<file path="src/common/tmr_params.svh">
`ifndef TMR_PARAMS_SVH
`define TMR_PARAMS_SVH

// width of one replica word.
`define TMR_WIDTH 8

// wishbone data and word-address widths.
`define WB_DATA_W 32
`define WB_ADDR_W 2

// saturating disagreement counter width.
`define ERR_CNT_W 8

// register word addresses.
`define ADDR_CTRL   2'd0
`define ADDR_DATA   2'd1
`define ADDR_FAULT  2'd2
`define ADDR_STATUS 2'd3

`endif

</file>
<file path="src/common/tmr_pkg.sv">
`default_nettype none

`include "tmr_params.svh"

package tmr_pkg;

  // operating modes of the universal shift register.
  typedef enum logic [1:0] {
    SHIFT_RIGHT = 2'd0,
    SHIFT_LEFT  = 2'd1,
    PISO        = 2'd2,
    PIPO        = 2'd3
  } shift_mode_e;

  // control shared by all three replicas.
  // load and the fault masks are single-cycle pulses, the rest are levels.
  typedef struct packed {
    shift_mode_e           mode;
    logic                  load;
    logic [`TMR_WIDTH-1:0] load_data;
    logic                  scrub_en;
    logic [`TMR_WIDTH-1:0] fault_mask_0;
    logic [`TMR_WIDTH-1:0] fault_mask_1;
    logic [`TMR_WIDTH-1:0] fault_mask_2;
  } replica_ctrl_t;

  // result of the majority vote plus the error bookkeeping.
  typedef struct packed {
    logic [`TMR_WIDTH-1:0] voted_word;
    logic                  voted_serial;
    logic [2:0]            disagree;
    logic [`ERR_CNT_W-1:0] err_count;
  } vote_status_t;

endpackage

`default_nettype wire

</file>
<file path="src/common/wb_pkg.sv">
`default_nettype none

`include "tmr_params.svh"

package wb_pkg;

  // master to slave signals of a classic single transfer.
  typedef struct packed {
    logic                  cyc;
    logic                  stb;
    logic                  we;
    logic [`WB_ADDR_W-1:0] adr;
    logic [`WB_DATA_W-1:0] dat;
  } wb_req_t;

  // slave to master signals.
  typedef struct packed {
    logic                  ack;
    logic [`WB_DATA_W-1:0] dat;
  } wb_rsp_t;

  // register map of the slave.
  typedef enum logic [`WB_ADDR_W-1:0] {
    REG_CTRL   = `ADDR_CTRL,
    REG_DATA   = `ADDR_DATA,
    REG_FAULT  = `ADDR_FAULT,
    REG_STATUS = `ADDR_STATUS
  } reg_addr_e;

  // field positions inside the register words.
  localparam int CTRL_MODE_LSB   = 0;
  localparam int CTRL_SCRUB_BIT  = 2;
  localparam int FAULT_SEL_LSB   = 8;
  localparam int STATUS_CNT_LSB  = 8;

endpackage

`default_nettype wire

</file>
<file path="src/hdl/wb_regs.sv">
`timescale 1ns/1ps
`default_nettype none

`include "tmr_params.svh"

module wb_regs (
  input  logic                   clk,
  input  logic                   rst,
  input  wb_pkg::wb_req_t        wb_req,
  output wb_pkg::wb_rsp_t        wb_rsp,
  input  tmr_pkg::vote_status_t  status,
  output tmr_pkg::replica_ctrl_t ctrl,
  output logic                   err_clear
);

  logic                  ack;
  logic                  accept;
  logic                  wr_en;
  wb_pkg::reg_addr_e     addr;
  logic [`WB_DATA_W-1:0] rdata;
  logic [`WB_DATA_W-1:0] rdata_q;

  tmr_pkg::shift_mode_e  mode;
  logic                  scrub_en;
  logic                  load;
  logic [`TMR_WIDTH-1:0] load_data;
  logic [`TMR_WIDTH-1:0] fault_mask_0;
  logic [`TMR_WIDTH-1:0] fault_mask_1;
  logic [`TMR_WIDTH-1:0] fault_mask_2;
  logic [1:0]            fault_sel;

  // a transfer is taken on the first edge that sees cyc and stb while ack is low.
  assign accept    = wb_req.cyc && wb_req.stb && !ack;
  assign wr_en     = accept && wb_req.we;
  assign addr      = wb_pkg::reg_addr_e'(wb_req.adr);
  assign fault_sel = wb_req.dat[wb_pkg::FAULT_SEL_LSB +: 2];

  always_ff @(posedge clk or negedge rst) begin
    if (!rst) begin
      ack          <= 1'b0;
      mode         <= tmr_pkg::PIPO;
      scrub_en     <= 1'b0;
      load         <= 1'b0;
      fault_mask_0 <= '0;
      fault_mask_1 <= '0;
      fault_mask_2 <= '0;
      err_clear    <= 1'b0;
    end else begin
      ack          <= accept;
      load         <= 1'b0;
      fault_mask_0 <= '0;
      fault_mask_1 <= '0;
      fault_mask_2 <= '0;
      err_clear    <= 1'b0;
      if (wr_en) begin
        case (addr)
          wb_pkg::REG_CTRL: begin
            mode     <= tmr_pkg::shift_mode_e'(wb_req.dat[wb_pkg::CTRL_MODE_LSB +: 2]);
            scrub_en <= wb_req.dat[wb_pkg::CTRL_SCRUB_BIT];
          end
          wb_pkg::REG_DATA: begin
            load <= 1'b1;
          end
          wb_pkg::REG_FAULT: begin
            // selector value 3 addresses no replica and is ignored.
            case (fault_sel)
              2'd0:    fault_mask_0 <= wb_req.dat[`TMR_WIDTH-1:0];
              2'd1:    fault_mask_1 <= wb_req.dat[`TMR_WIDTH-1:0];
              2'd2:    fault_mask_2 <= wb_req.dat[`TMR_WIDTH-1:0];
              default: ;
            endcase
          end
          wb_pkg::REG_STATUS: begin
            err_clear <= 1'b1;
          end
          default: ;
        endcase
      end
    end
  end

  // the load word rides along with the load pulse.
  always_ff @(posedge clk) begin
    if (wr_en && addr == wb_pkg::REG_DATA) begin
      load_data <= wb_req.dat[`TMR_WIDTH-1:0];
    end
  end

  always_comb begin
    rdata = '0;
    case (addr)
      wb_pkg::REG_CTRL: begin
        rdata[wb_pkg::CTRL_MODE_LSB +: 2] = mode;
        rdata[wb_pkg::CTRL_SCRUB_BIT]     = scrub_en;
      end
      wb_pkg::REG_DATA: begin
        rdata[`TMR_WIDTH-1:0] = status.voted_word;
      end
      wb_pkg::REG_STATUS: begin
        rdata[2:0]                                   = status.disagree;
        rdata[wb_pkg::STATUS_CNT_LSB +: `ERR_CNT_W] = status.err_count;
      end
      default: ;
    endcase
  end

  // read data is captured with the accept so it is stable while ack is high.
  always_ff @(posedge clk) begin
    if (accept) begin
      rdata_q <= rdata;
    end
  end

  assign wb_rsp.ack = ack;
  assign wb_rsp.dat = rdata_q;

  assign ctrl.mode         = mode;
  assign ctrl.load         = load;
  assign ctrl.load_data    = load_data;
  assign ctrl.scrub_en     = scrub_en;
  assign ctrl.fault_mask_0 = fault_mask_0;
  assign ctrl.fault_mask_1 = fault_mask_1;
  assign ctrl.fault_mask_2 = fault_mask_2;

endmodule

`default_nettype wire

</file>
<file path="src/tmr/shift_replica.sv">
`timescale 1ns/1ps
`default_nettype none

`include "tmr_params.svh"

module shift_replica (
  input  logic                   clk,
  input  logic                   rst,
  input  tmr_pkg::replica_ctrl_t ctrl,
  input  logic [`TMR_WIDTH-1:0]  fault_mask,
  input  logic [`TMR_WIDTH-1:0]  voted_word,
  input  logic                   shift_en,
  input  logic                   serial_in,
  output logic [`TMR_WIDTH-1:0]  state
);

  logic [`TMR_WIDTH-1:0] state_q;
  logic [`TMR_WIDTH-1:0] src;
  logic [`TMR_WIDTH-1:0] shifted;
  logic [`TMR_WIDTH-1:0] op_word;
  logic [`TMR_WIDTH-1:0] base_word;
  logic [`TMR_WIDTH-1:0] next_state;

  // with scrubbing the replica steps from the voted word, so a lone upset
  // is overwritten on the next edge.
  assign src = ctrl.scrub_en ? voted_word : state_q;

  always_comb begin
    case (ctrl.mode)
      tmr_pkg::SHIFT_RIGHT: shifted = {serial_in, src[`TMR_WIDTH-1:1]};
      tmr_pkg::SHIFT_LEFT:  shifted = {src[`TMR_WIDTH-2:0], serial_in};
      tmr_pkg::PISO:        shifted = {1'b0, src[`TMR_WIDTH-1:1]};
      tmr_pkg::PIPO:        shifted = src;
      default:              shifted = src;
    endcase
  end

  assign op_word   = shift_en ? shifted : src;
  assign base_word = ctrl.load ? ctrl.load_data : op_word;

  // the upset mask is xored in after load and shift.
  assign next_state = base_word ^ fault_mask;

  always_ff @(posedge clk or negedge rst) begin
    if (!rst) begin
      state_q <= '0;
    end else begin
      state_q <= next_state;
    end
  end

  assign state = state_q;

endmodule

`default_nettype wire

</file>
<file path="src/tmr/tmr_voter.sv">
`timescale 1ns/1ps
`default_nettype none

`include "tmr_params.svh"

module tmr_voter (
  input  logic                  clk,
  input  logic                  rst,
  input  logic [`TMR_WIDTH-1:0] state_0,
  input  logic [`TMR_WIDTH-1:0] state_1,
  input  logic [`TMR_WIDTH-1:0] state_2,
  input  tmr_pkg::shift_mode_e  mode,
  input  logic                  err_clear,
  output tmr_pkg::vote_status_t status
);

  logic [`TMR_WIDTH-1:0] voted_word;
  logic                  voted_serial;
  logic [2:0]            disagree;
  logic [`ERR_CNT_W-1:0] err_count;

  assign voted_word = (state_0 & state_1) | (state_0 & state_2) | (state_1 & state_2);

  // each bit of the voted word is already the majority of that bit over all
  // three replicas, so the serial pick inherits the full vote.
  assign voted_serial = (mode == tmr_pkg::SHIFT_RIGHT || mode == tmr_pkg::PISO)
                        ? voted_word[0] : voted_word[`TMR_WIDTH-1];

  assign disagree[0] = |(state_0 ^ voted_word);
  assign disagree[1] = |(state_1 ^ voted_word);
  assign disagree[2] = |(state_2 ^ voted_word);

  always_ff @(posedge clk or negedge rst) begin
    if (!rst) begin
      err_count <= '0;
    end else if (err_clear) begin
      err_count <= '0;
    end else if (|disagree && err_count != '1) begin
      err_count <= err_count + 1'b1;
    end
  end

  assign status.voted_word   = voted_word;
  assign status.voted_serial = voted_serial;
  assign status.disagree     = disagree;
  assign status.err_count    = err_count;

endmodule

`default_nettype wire

</file>
<file path="src/hdl/tmr_shift_top.sv">
`timescale 1ns/1ps
`default_nettype none

`include "tmr_params.svh"

module tmr_shift_top (
  input  logic                  clk,
  input  logic                  rst,
  input  wb_pkg::wb_req_t       wb_req,
  output wb_pkg::wb_rsp_t       wb_rsp,
  input  logic                  shift_en,
  input  logic                  serial_in,
  output logic                  serial_out,
  output logic [`TMR_WIDTH-1:0] parallel_out,
  output logic                  err_flag
);

  tmr_pkg::replica_ctrl_t ctrl;
  tmr_pkg::vote_status_t  status;
  logic                   err_clear;
  logic [`TMR_WIDTH-1:0]  state_0;
  logic [`TMR_WIDTH-1:0]  state_1;
  logic [`TMR_WIDTH-1:0]  state_2;

  wb_regs u_wb_regs (
    .clk       (clk),
    .rst       (rst),
    .wb_req    (wb_req),
    .wb_rsp    (wb_rsp),
    .status    (status),
    .ctrl      (ctrl),
    .err_clear (err_clear)
  );

  shift_replica replica_0 (
    .clk        (clk),
    .rst        (rst),
    .ctrl       (ctrl),
    .fault_mask (ctrl.fault_mask_0),
    .voted_word (status.voted_word),
    .shift_en   (shift_en),
    .serial_in  (serial_in),
    .state      (state_0)
  );

  shift_replica replica_1 (
    .clk        (clk),
    .rst        (rst),
    .ctrl       (ctrl),
    .fault_mask (ctrl.fault_mask_1),
    .voted_word (status.voted_word),
    .shift_en   (shift_en),
    .serial_in  (serial_in),
    .state      (state_1)
  );

  shift_replica replica_2 (
    .clk        (clk),
    .rst        (rst),
    .ctrl       (ctrl),
    .fault_mask (ctrl.fault_mask_2),
    .voted_word (status.voted_word),
    .shift_en   (shift_en),
    .serial_in  (serial_in),
    .state      (state_2)
  );

  tmr_voter u_tmr_voter (
    .clk       (clk),
    .rst       (rst),
    .state_0   (state_0),
    .state_1   (state_1),
    .state_2   (state_2),
    .mode      (ctrl.mode),
    .err_clear (err_clear),
    .status    (status)
  );

  assign serial_out   = status.voted_serial;
  assign parallel_out = status.voted_word;
  assign err_flag     = |status.disagree;

endmodule

`default_nettype wire

</file>
<file path="config.mk">
export PLATFORM = sky130hd
export DESIGN_NAME = tmr_shift_top
export DESIGN_NICKNAME = d
export VERILOG_FILES = /design/src/common/tmr_pkg.sv /design/src/common/wb_pkg.sv /design/src/hdl/wb_regs.sv /design/src/tmr/shift_replica.sv /design/src/tmr/tmr_voter.sv /design/src/hdl/tmr_shift_top.sv
export VERILOG_INCLUDE_DIRS = /design/src /design/src/common
export SDC_FILE = /design/constraint.sdc
export NUM_CORES = 1
export LEC_CHECK = 0
export BUFFER_PORTS_ARGS = -buffer_cell sky130_fd_sc_hd__buf_2
export CAP_MARGIN = 20
export CORE_MARGIN = 1
export CORE_UTILIZATION = 40
export CTS_CLUSTER_SIZE = 25
export DETAILED_ROUTE_END_ITERATION = 7
export SKIP_LAST_GASP = 1
export SLEW_MARGIN = 20
export SYNTH_ARGS = -nofsm -noshare
export SYNTH_HDL_FRONTEND = slang
export SYNTH_HIERARCHICAL = 1
export SYNTH_SLANG_ARGS = --single-unit
export TNS_END_PERCENT = 5
</file>
<file path="constraint.sdc">
create_clock -name clk -period 2.6 [get_ports clk]
set_input_delay 0.13 -clock clk [delete_from_list [all_inputs] [get_ports clk]]
set_output_delay 0.13 -clock clk [all_outputs]
set_load 0.02 [all_outputs]
</file>
==> flow_summary.ini, run 1 <==
[worst_setup_path]
r2r_setup_slack_ns = 0.40
timing.rr.end = u_tmr_voter/err_count[0]
path_cells = a21oi_1 > o22ai_1 > nor4_4 > inv_2 > or3_1 > buf_2
critPathTopFamily = simple AND/OR/NAND/NOR gates
cp_max_fo = 8
crit_slowest_cell = dfrtp_1
crit_type = reg2out
cp.arrival_ns = 2.30
r2r_cells = 6
cp.required_ns = 2.47
max_stage_delay_ns = 0.47
rr_startpoint = replica_2/state[1]
crit_path_end_kind = output port
startpoint_type = flop
crit_buf_inv = 2

[sta]
min_period_ns = 2.43
whs_ns = 0.0168
setup_violations = 0
slew_violations = 0
rsz0062_at_grt = false
worst_pin_slew_ns = 0.828
max_freq_ghz = 0.412
relSlewSlack_pct = 44.8
fin_crit_sh_pct = 93.3
setup_tns_ns = 0
finClkSkew_ns = 0.00714
timing.final.hold_violations = 0

[yosys]
syn_area_sq_um = 4830
synthDistinctLibCells = 55
seq_area_frac_synth_pct = 47.1
yosysWarnings = 6
synthArstFlopShare_pct = 72.1
synth_area_per_cell_sq_um = 10.8
synth_edf_count = 24
ys_ff_latch = 86
synthFlopType = dfrtp_1
postSynthCellCount = 445

[global_route]
grt_pass1_wl_um = 18400
top_usage_layer = met2
antenna_found_initial = 0
met3_usage_pct = 4.30
use_met2_pct = 28.4
grt_util_met1_pct = 27.0
grt_overflow_total = 0
grt_pass1_vias = 3468
grt_max_degree = 37
track_usage_pct = 19.3

[layout]
multiInputGateArea_sq_um = 2350
drive_above_1_share_pct = 19.8
nNetsFinal = 541
num_antenna_cells = 0
synthToLayoutAreaGrowth_pct = 13.9
fin_cells = 647
area.sequential_sq_um = 2270
fillers = 1090

[detailed_routing]
routedWlPerCell_um = 17.8
drc = 7
vias_per_cell = 5.72
first_pass_iters = 8
drt_iter0_markers = 376
via_count = 3703
ant_nets = 0
drt_wl_total_um = 11500

[placement]
io_buffer_count = 45
gp_congestion = 0.831
dp.cells = 626
dpl.hpwl_um = 8450

[pwr]
leakage_nw = 2.35
p_per_area_nw_per_um2 = 1030
finalPower_mw = 5.68
max-vdd-ir-drop_uv = 354

[run]
drv_cap = 0

[run_status]
violations = DRC
status = finished with violations

[die]
core_sq_um = 11600
dieArea_sq_um = 12500
die_height_um = 112
start_util_pct = 41.7
placementRows = 39
ios = 84
die_w_um = 112

[clock_network]
cts-root-buf = clkbuf_16
cts_buffers = 9
clock-sinks = 86
clk_pin_slew_ns = 0.06
cts_max_path_buffers = 2
clock_latency_ns = 0.34
tritoncts = yes
h-tree-depth = 3
post-cts-setup-buffers = 0

[worst_hold_path]
hp-start = wb_req[2]
hold_depth = 1
hold_path_end = u_wb_regs/load_data[2]
hold_class = in2reg
[flip-flops by register name, summed over array words and instances, names as in the netlist, 2 cells and up]
| name | cells |
|---|---|
| u_wb_regs/load_data | 8 |
| replica_2/state | 8 |
| u_tmr_voter/err_count | 8 |
| replica_0/state | 8 |
| u_wb_regs/mode | 2 |
| replica_1/state | 8 |
| u_wb_regs/rdata_q | 16 |
| u_wb_regs/fault_mask_0 | 8 |
| u_wb_regs/fault_mask_2 | 8 |
| u_wb_regs/fault_mask_1 | 8 |
[cell usage in the layout (no fill, tap or decap), types with 9 or more instances in the layout]
| master | n |
|---|---|
| a21oi_1 | 10 |
| and2_1 | 30 |
| and3_1 | 9 |
| buf_2 | 45 |
| clkbuf_16 | 9 |
| conb_1 | 16 |
| dfrtp_1 | 60 |
| edfxtp_1 | 24 |
| inv_1 | 9 |
| mux2i_1 | 28 |
| nand3b_1 | 12 |
| nor2_1 | 21 |
| o21ai_0 | 30 |
| o22ai_1 | 45 |
| xnor2_1 | 24 |
[power breakdown]
part           leakage, nW  total, mW  switching (mW)  internal (mW)
clock                0.153       1.33           0.525          0.801
combinational         1.15       2.19            1.25          0.942
sequential            1.05       2.17           0.501           1.67
total                 2.35       5.68            2.27           3.41
[what timing repair did]
action | CTS | global route
gates resized for setup | 0 | 1
endpoints found under the hold margin | 36 | 0
endpoints found under the setup margin | 0 | 1
hold buffers | 5 | 0
[logic make-up after synthesis]
| group | synth area share, % |
|---|---|
| mux | 7.98 |
| xor+xnor | 4.35 |
| flops | 47.1 |
| buf+inv | 5.44 |
| other cells | 0.0777 |
| simple gates | 19.9 |
| fa+ha+maj | 0.259 |
| compound gates | 14.9 |
[layer usage]
layer	wire length (um)	vias up
li1	-	1738
met3	601	25
met2	5290	144
met1	5360	1796
met4	253	0
met5	0	-
[worst register-to-register path, stage by stage (launching register included)]
cell	delay (ns)
dfrtp_1	0.47
a21oi_1	0.28
o22ai_1	0.15
nor4_4	0.39
inv_2	0.14
o31a_1	0.36
mux2_4	0.30
[cells in the mapped netlist (5+ instances only)]
cell / instances / area, sq um
a21oi_1: 10 / 50.1
and2_1: 30 / 188
and3_1: 9 / 56.3
and3b_1: 6 / 52.6
buf_4: 20 / 150
clkbuf_1: 6 / 22.5
dfrtp_1: 60 / 1500
edfxtp_1: 24 / 721
inv_1: 9 / 33.8
mux2i_1: 28 / 280
nand2_1: 5 / 18.8
nand2b_1: 7 / 43.8
nand3_1: 6 / 30.0
nand3b_1: 12 / 90.1
nand4_1: 5 / 31.3
nor2_1: 21 / 78.8
nor2b_1: 7 / 43.8
nor3b_1: 8 / 60.1
o21a_1: 7 / 52.6
o21ai_0: 30 / 150
o22ai_1: 45 / 282
or3b_2: 7 / 61.3
xnor2_1: 24 / 210
[cell type report]
class	count	area share (%)
clock inverters	4	0.979
repair buffers	58	6.10
clock buffers	12	4.67
flip-flops and latches	86	41.4
well taps	143	3.26
inverters	12	0.819
multi-input cells	332	42.8
[metrics by stage]
step / cell area (sq um) / worst slack (ns) / utilization (%)
floorplan: 4880 / 0.679 / -
global placement: 5130 / 0.390 / 44.4
detailed placement: 5130 / 0.365 / 44.4
CTS: 5490 / 0.0737 / 47.5
global route: 5500 / 0.0262 / 47.5
finish: 5500 / 0.174 / 47.5
[worst max path at each step]
stage | startpoint | to | cells past startpoint
floorplan | replica_2/state[5] | u_tmr_voter/err_count[0] | 6
global placement | replica_1/state[6] | u_tmr_voter/err_count[0] | 6
detailed placement | replica_1/state[6] | u_tmr_voter/err_count[0] | 6
CTS | replica_1/state[6] | err_flag | 6
global route | replica_2/state[4] | err_flag | 6
finish | replica_2/state[1] | err_flag | 6
Power figures use the tool's default switching activity.
==> run 2, diff against run 1 <==
Settings changed: CORE_UTILIZATION 40 to 56, PLACE_DENSITY set to 0.8.
==> run 2 against run 1 <==
The run now ends clean. Sequential share of layout area rose by 1.1 points. Non-clock buffer count unchanged. Power fell by 5.7%. Worst setup slack worse by 0.031 ns. Via count grew 2.1%. Clock-buffer cell count fell by 2. Routed wire length fell by 2.2%. Clock power shrank 28%. Maximum frequency decreased by 1.2%. Highest routed layer unchanged.
==> flow_summary.ini, run 2 (synthesis gave the netlist of run 1 again) <==
[run_status]
status = complete, no violations

[sta]
max_freq_ghz = 0.407
slew_violations = 0
fin_crit_sh_pct = 94.5
setup_violations = 0
finClkSkew_ns = 0.0141
min_period_ns = 2.46
setup_tns_ns = 0
worst_pin_slew_ns = 0.891
timing.final.hold_violations = 0
relSlewSlack_pct = 40.1
rsz0062_at_grt = false

[worst_setup_path]
cp.required_ns = 2.47
crit_slowest_cell = dfrtp_1
startpoint_type = flop
r2r_setup_slack_ns = 0.40
rr_startpoint = replica_2/state[1]
crit_type = reg2out
timing.rr.end = u_tmr_voter/err_count[5]
cp_max_fo = 8
r2r_cells = 6
crit_path_end_kind = output port
cp.arrival_ns = 2.33
max_stage_delay_ns = 0.48
path_cells = a21oi_1 > o22ai_1 > nor4_4 > inv_2 > or3_1 > buf_2

[pwr]
leakage_nw = 2.29
p_per_area_nw_per_um2 = 1000
max-vdd-ir-drop_uv = 354
finalPower_mw = 5.36

[die]
core_sq_um = 8300
placementRows = 33
ios = 84
die_height_um = 94.8
dieArea_sq_um = 9000
die_w_um = 94.8
start_util_pct = 58.2

[layout]
final_util_pct = 64.5
final_common_cell = dfrtp_1
layout_common_cells = dfrtp_1 (60), buf_2 (45), o22ai_1 (45)
regMostFlops = u_wb_regs/rdata_q
synthToLayoutAreaGrowth_pct = 10.9
num_antenna_cells = 0
nNetsFinal = 541
drive_above_1_share_pct = 19.2
largest_register_ffs = 16

[clock_network]
cts_max_path_buffers = 2
cts-root-buf = clkbuf_8
clock-sinks = 86
clk_pin_slew_ns = 0.09
tritoncts = yes
cts_buffers = 9
h-tree-depth = 3
clock_latency_ns = 0.37

[global_route]
grt_pass1_vias = 3399
track_usage_pct = 26.3
grt_overflow_total = 0
grt_pass1_wl_um = 17400
grt_max_degree = 39
antenna_found_initial = 0

[worst_hold_path]
hold_depth = 1
hp-start = wb_req[0]
hold_path_end = u_wb_regs/load_data[0]
hold_class = in2reg

[detailed_routing]
drc = 0
ant_nets = 0
routedWlPerCell_um = 18.5
drt_wl_total_um = 11200
first_pass_iters = 5
vias_per_cell = 6.21
drt_iter0_markers = 441
via_count = 3780

[placement]
io_buffer_count = 45
dpl.hpwl_um = 8160
gp_congestion = 0.890

[run]
drv_cap = 0
## run 2: cell types whose count changed in the layout (fill, tap and decap cells not counted)
cell,change
buf_4,-3
inv_4,-1
dlygate4sd3_1,+3
inv_6,+1
nor4_4,+1
nor4_2,-1
clkbuf_8,+7
clkbuf_16,-9
clkinvlp_4,+2
## run 2: cell type report
cell class                 instances  area [sq um]
timing repair buffer              58           343
multi-input combinational        332          2360
fill                             661          2950
clock inverter                     6          71.3
inverter                          12          45.0
clock buffer                      10           128
sequential                        86          2270
tap                              105           131
## run 2: routing by layer
metal	global-route usage, %	up-vias	share of wire (%)
met5	0	-	0
met4	11.2	0	2.2
met3	3.14	24	7.3
met2	42.3	181	48
met1	36.0	1830	42
li1	-	1745	-
## run 2: worst max-delay path by stage
| stage | endpoint | from |
|---|---|---|
| 6_report | err_flag | replica_2/state[1] |
| 5_1_grt | err_flag | replica_2/state[3] |
| 4_1_cts | err_flag | replica_2/state[6] |
| 3_5_place_dp | u_tmr_voter/err_count[2] | replica_2/state[6] |
| 3_3_place_gp | u_tmr_voter/err_count[0] | replica_1/state[6] |
| 2_1_floorplan | u_tmr_voter/err_count[0] | replica_2/state[5] |
## run 2: critical path: cells and delay by family, from the launching register on
family                 cells  cell delay (ns)
and+or+nand+nor            2             0.76
DFF                        1             0.48
AOI/OAI and AO/OA          2             0.42
buffers and inverters      2             0.30
## run 2: what timing repair did
action	CTS	global route
gates resized for setup	0	2
endpoints found under the setup margin	0	1
hold endpoints to repair	32	0
hold buffers	8	0
buffers inserted	0	0
## run 2: stage by stage
| stage | setup WS (ns) | std cells | instance area [sq um] | hold slack (ns) |
|---|---|---|---|---|
| CTS | 0.106 | 609 | 5340 | 0.000144 |
| floorplan | 0.679 | 460 | 4880 | -0.166 |
| global route | 0.0158 | 609 | 5350 | 0.00401 |
| global placement | 0.476 | 585 | 5060 | 0.131 |
| finish | 0.143 | 609 | 5350 | 0.00409 |
| detailed placement | 0.424 | 585 | 5060 | 0.147 |
## run 2: where the power goes
group | internal (mW) | switching, mW | total, mW
clock network | 0.451 | 0.501 | 0.951
registers | 1.66 | 0.491 | 2.15
logic | 0.960 | 1.29 | 2.25
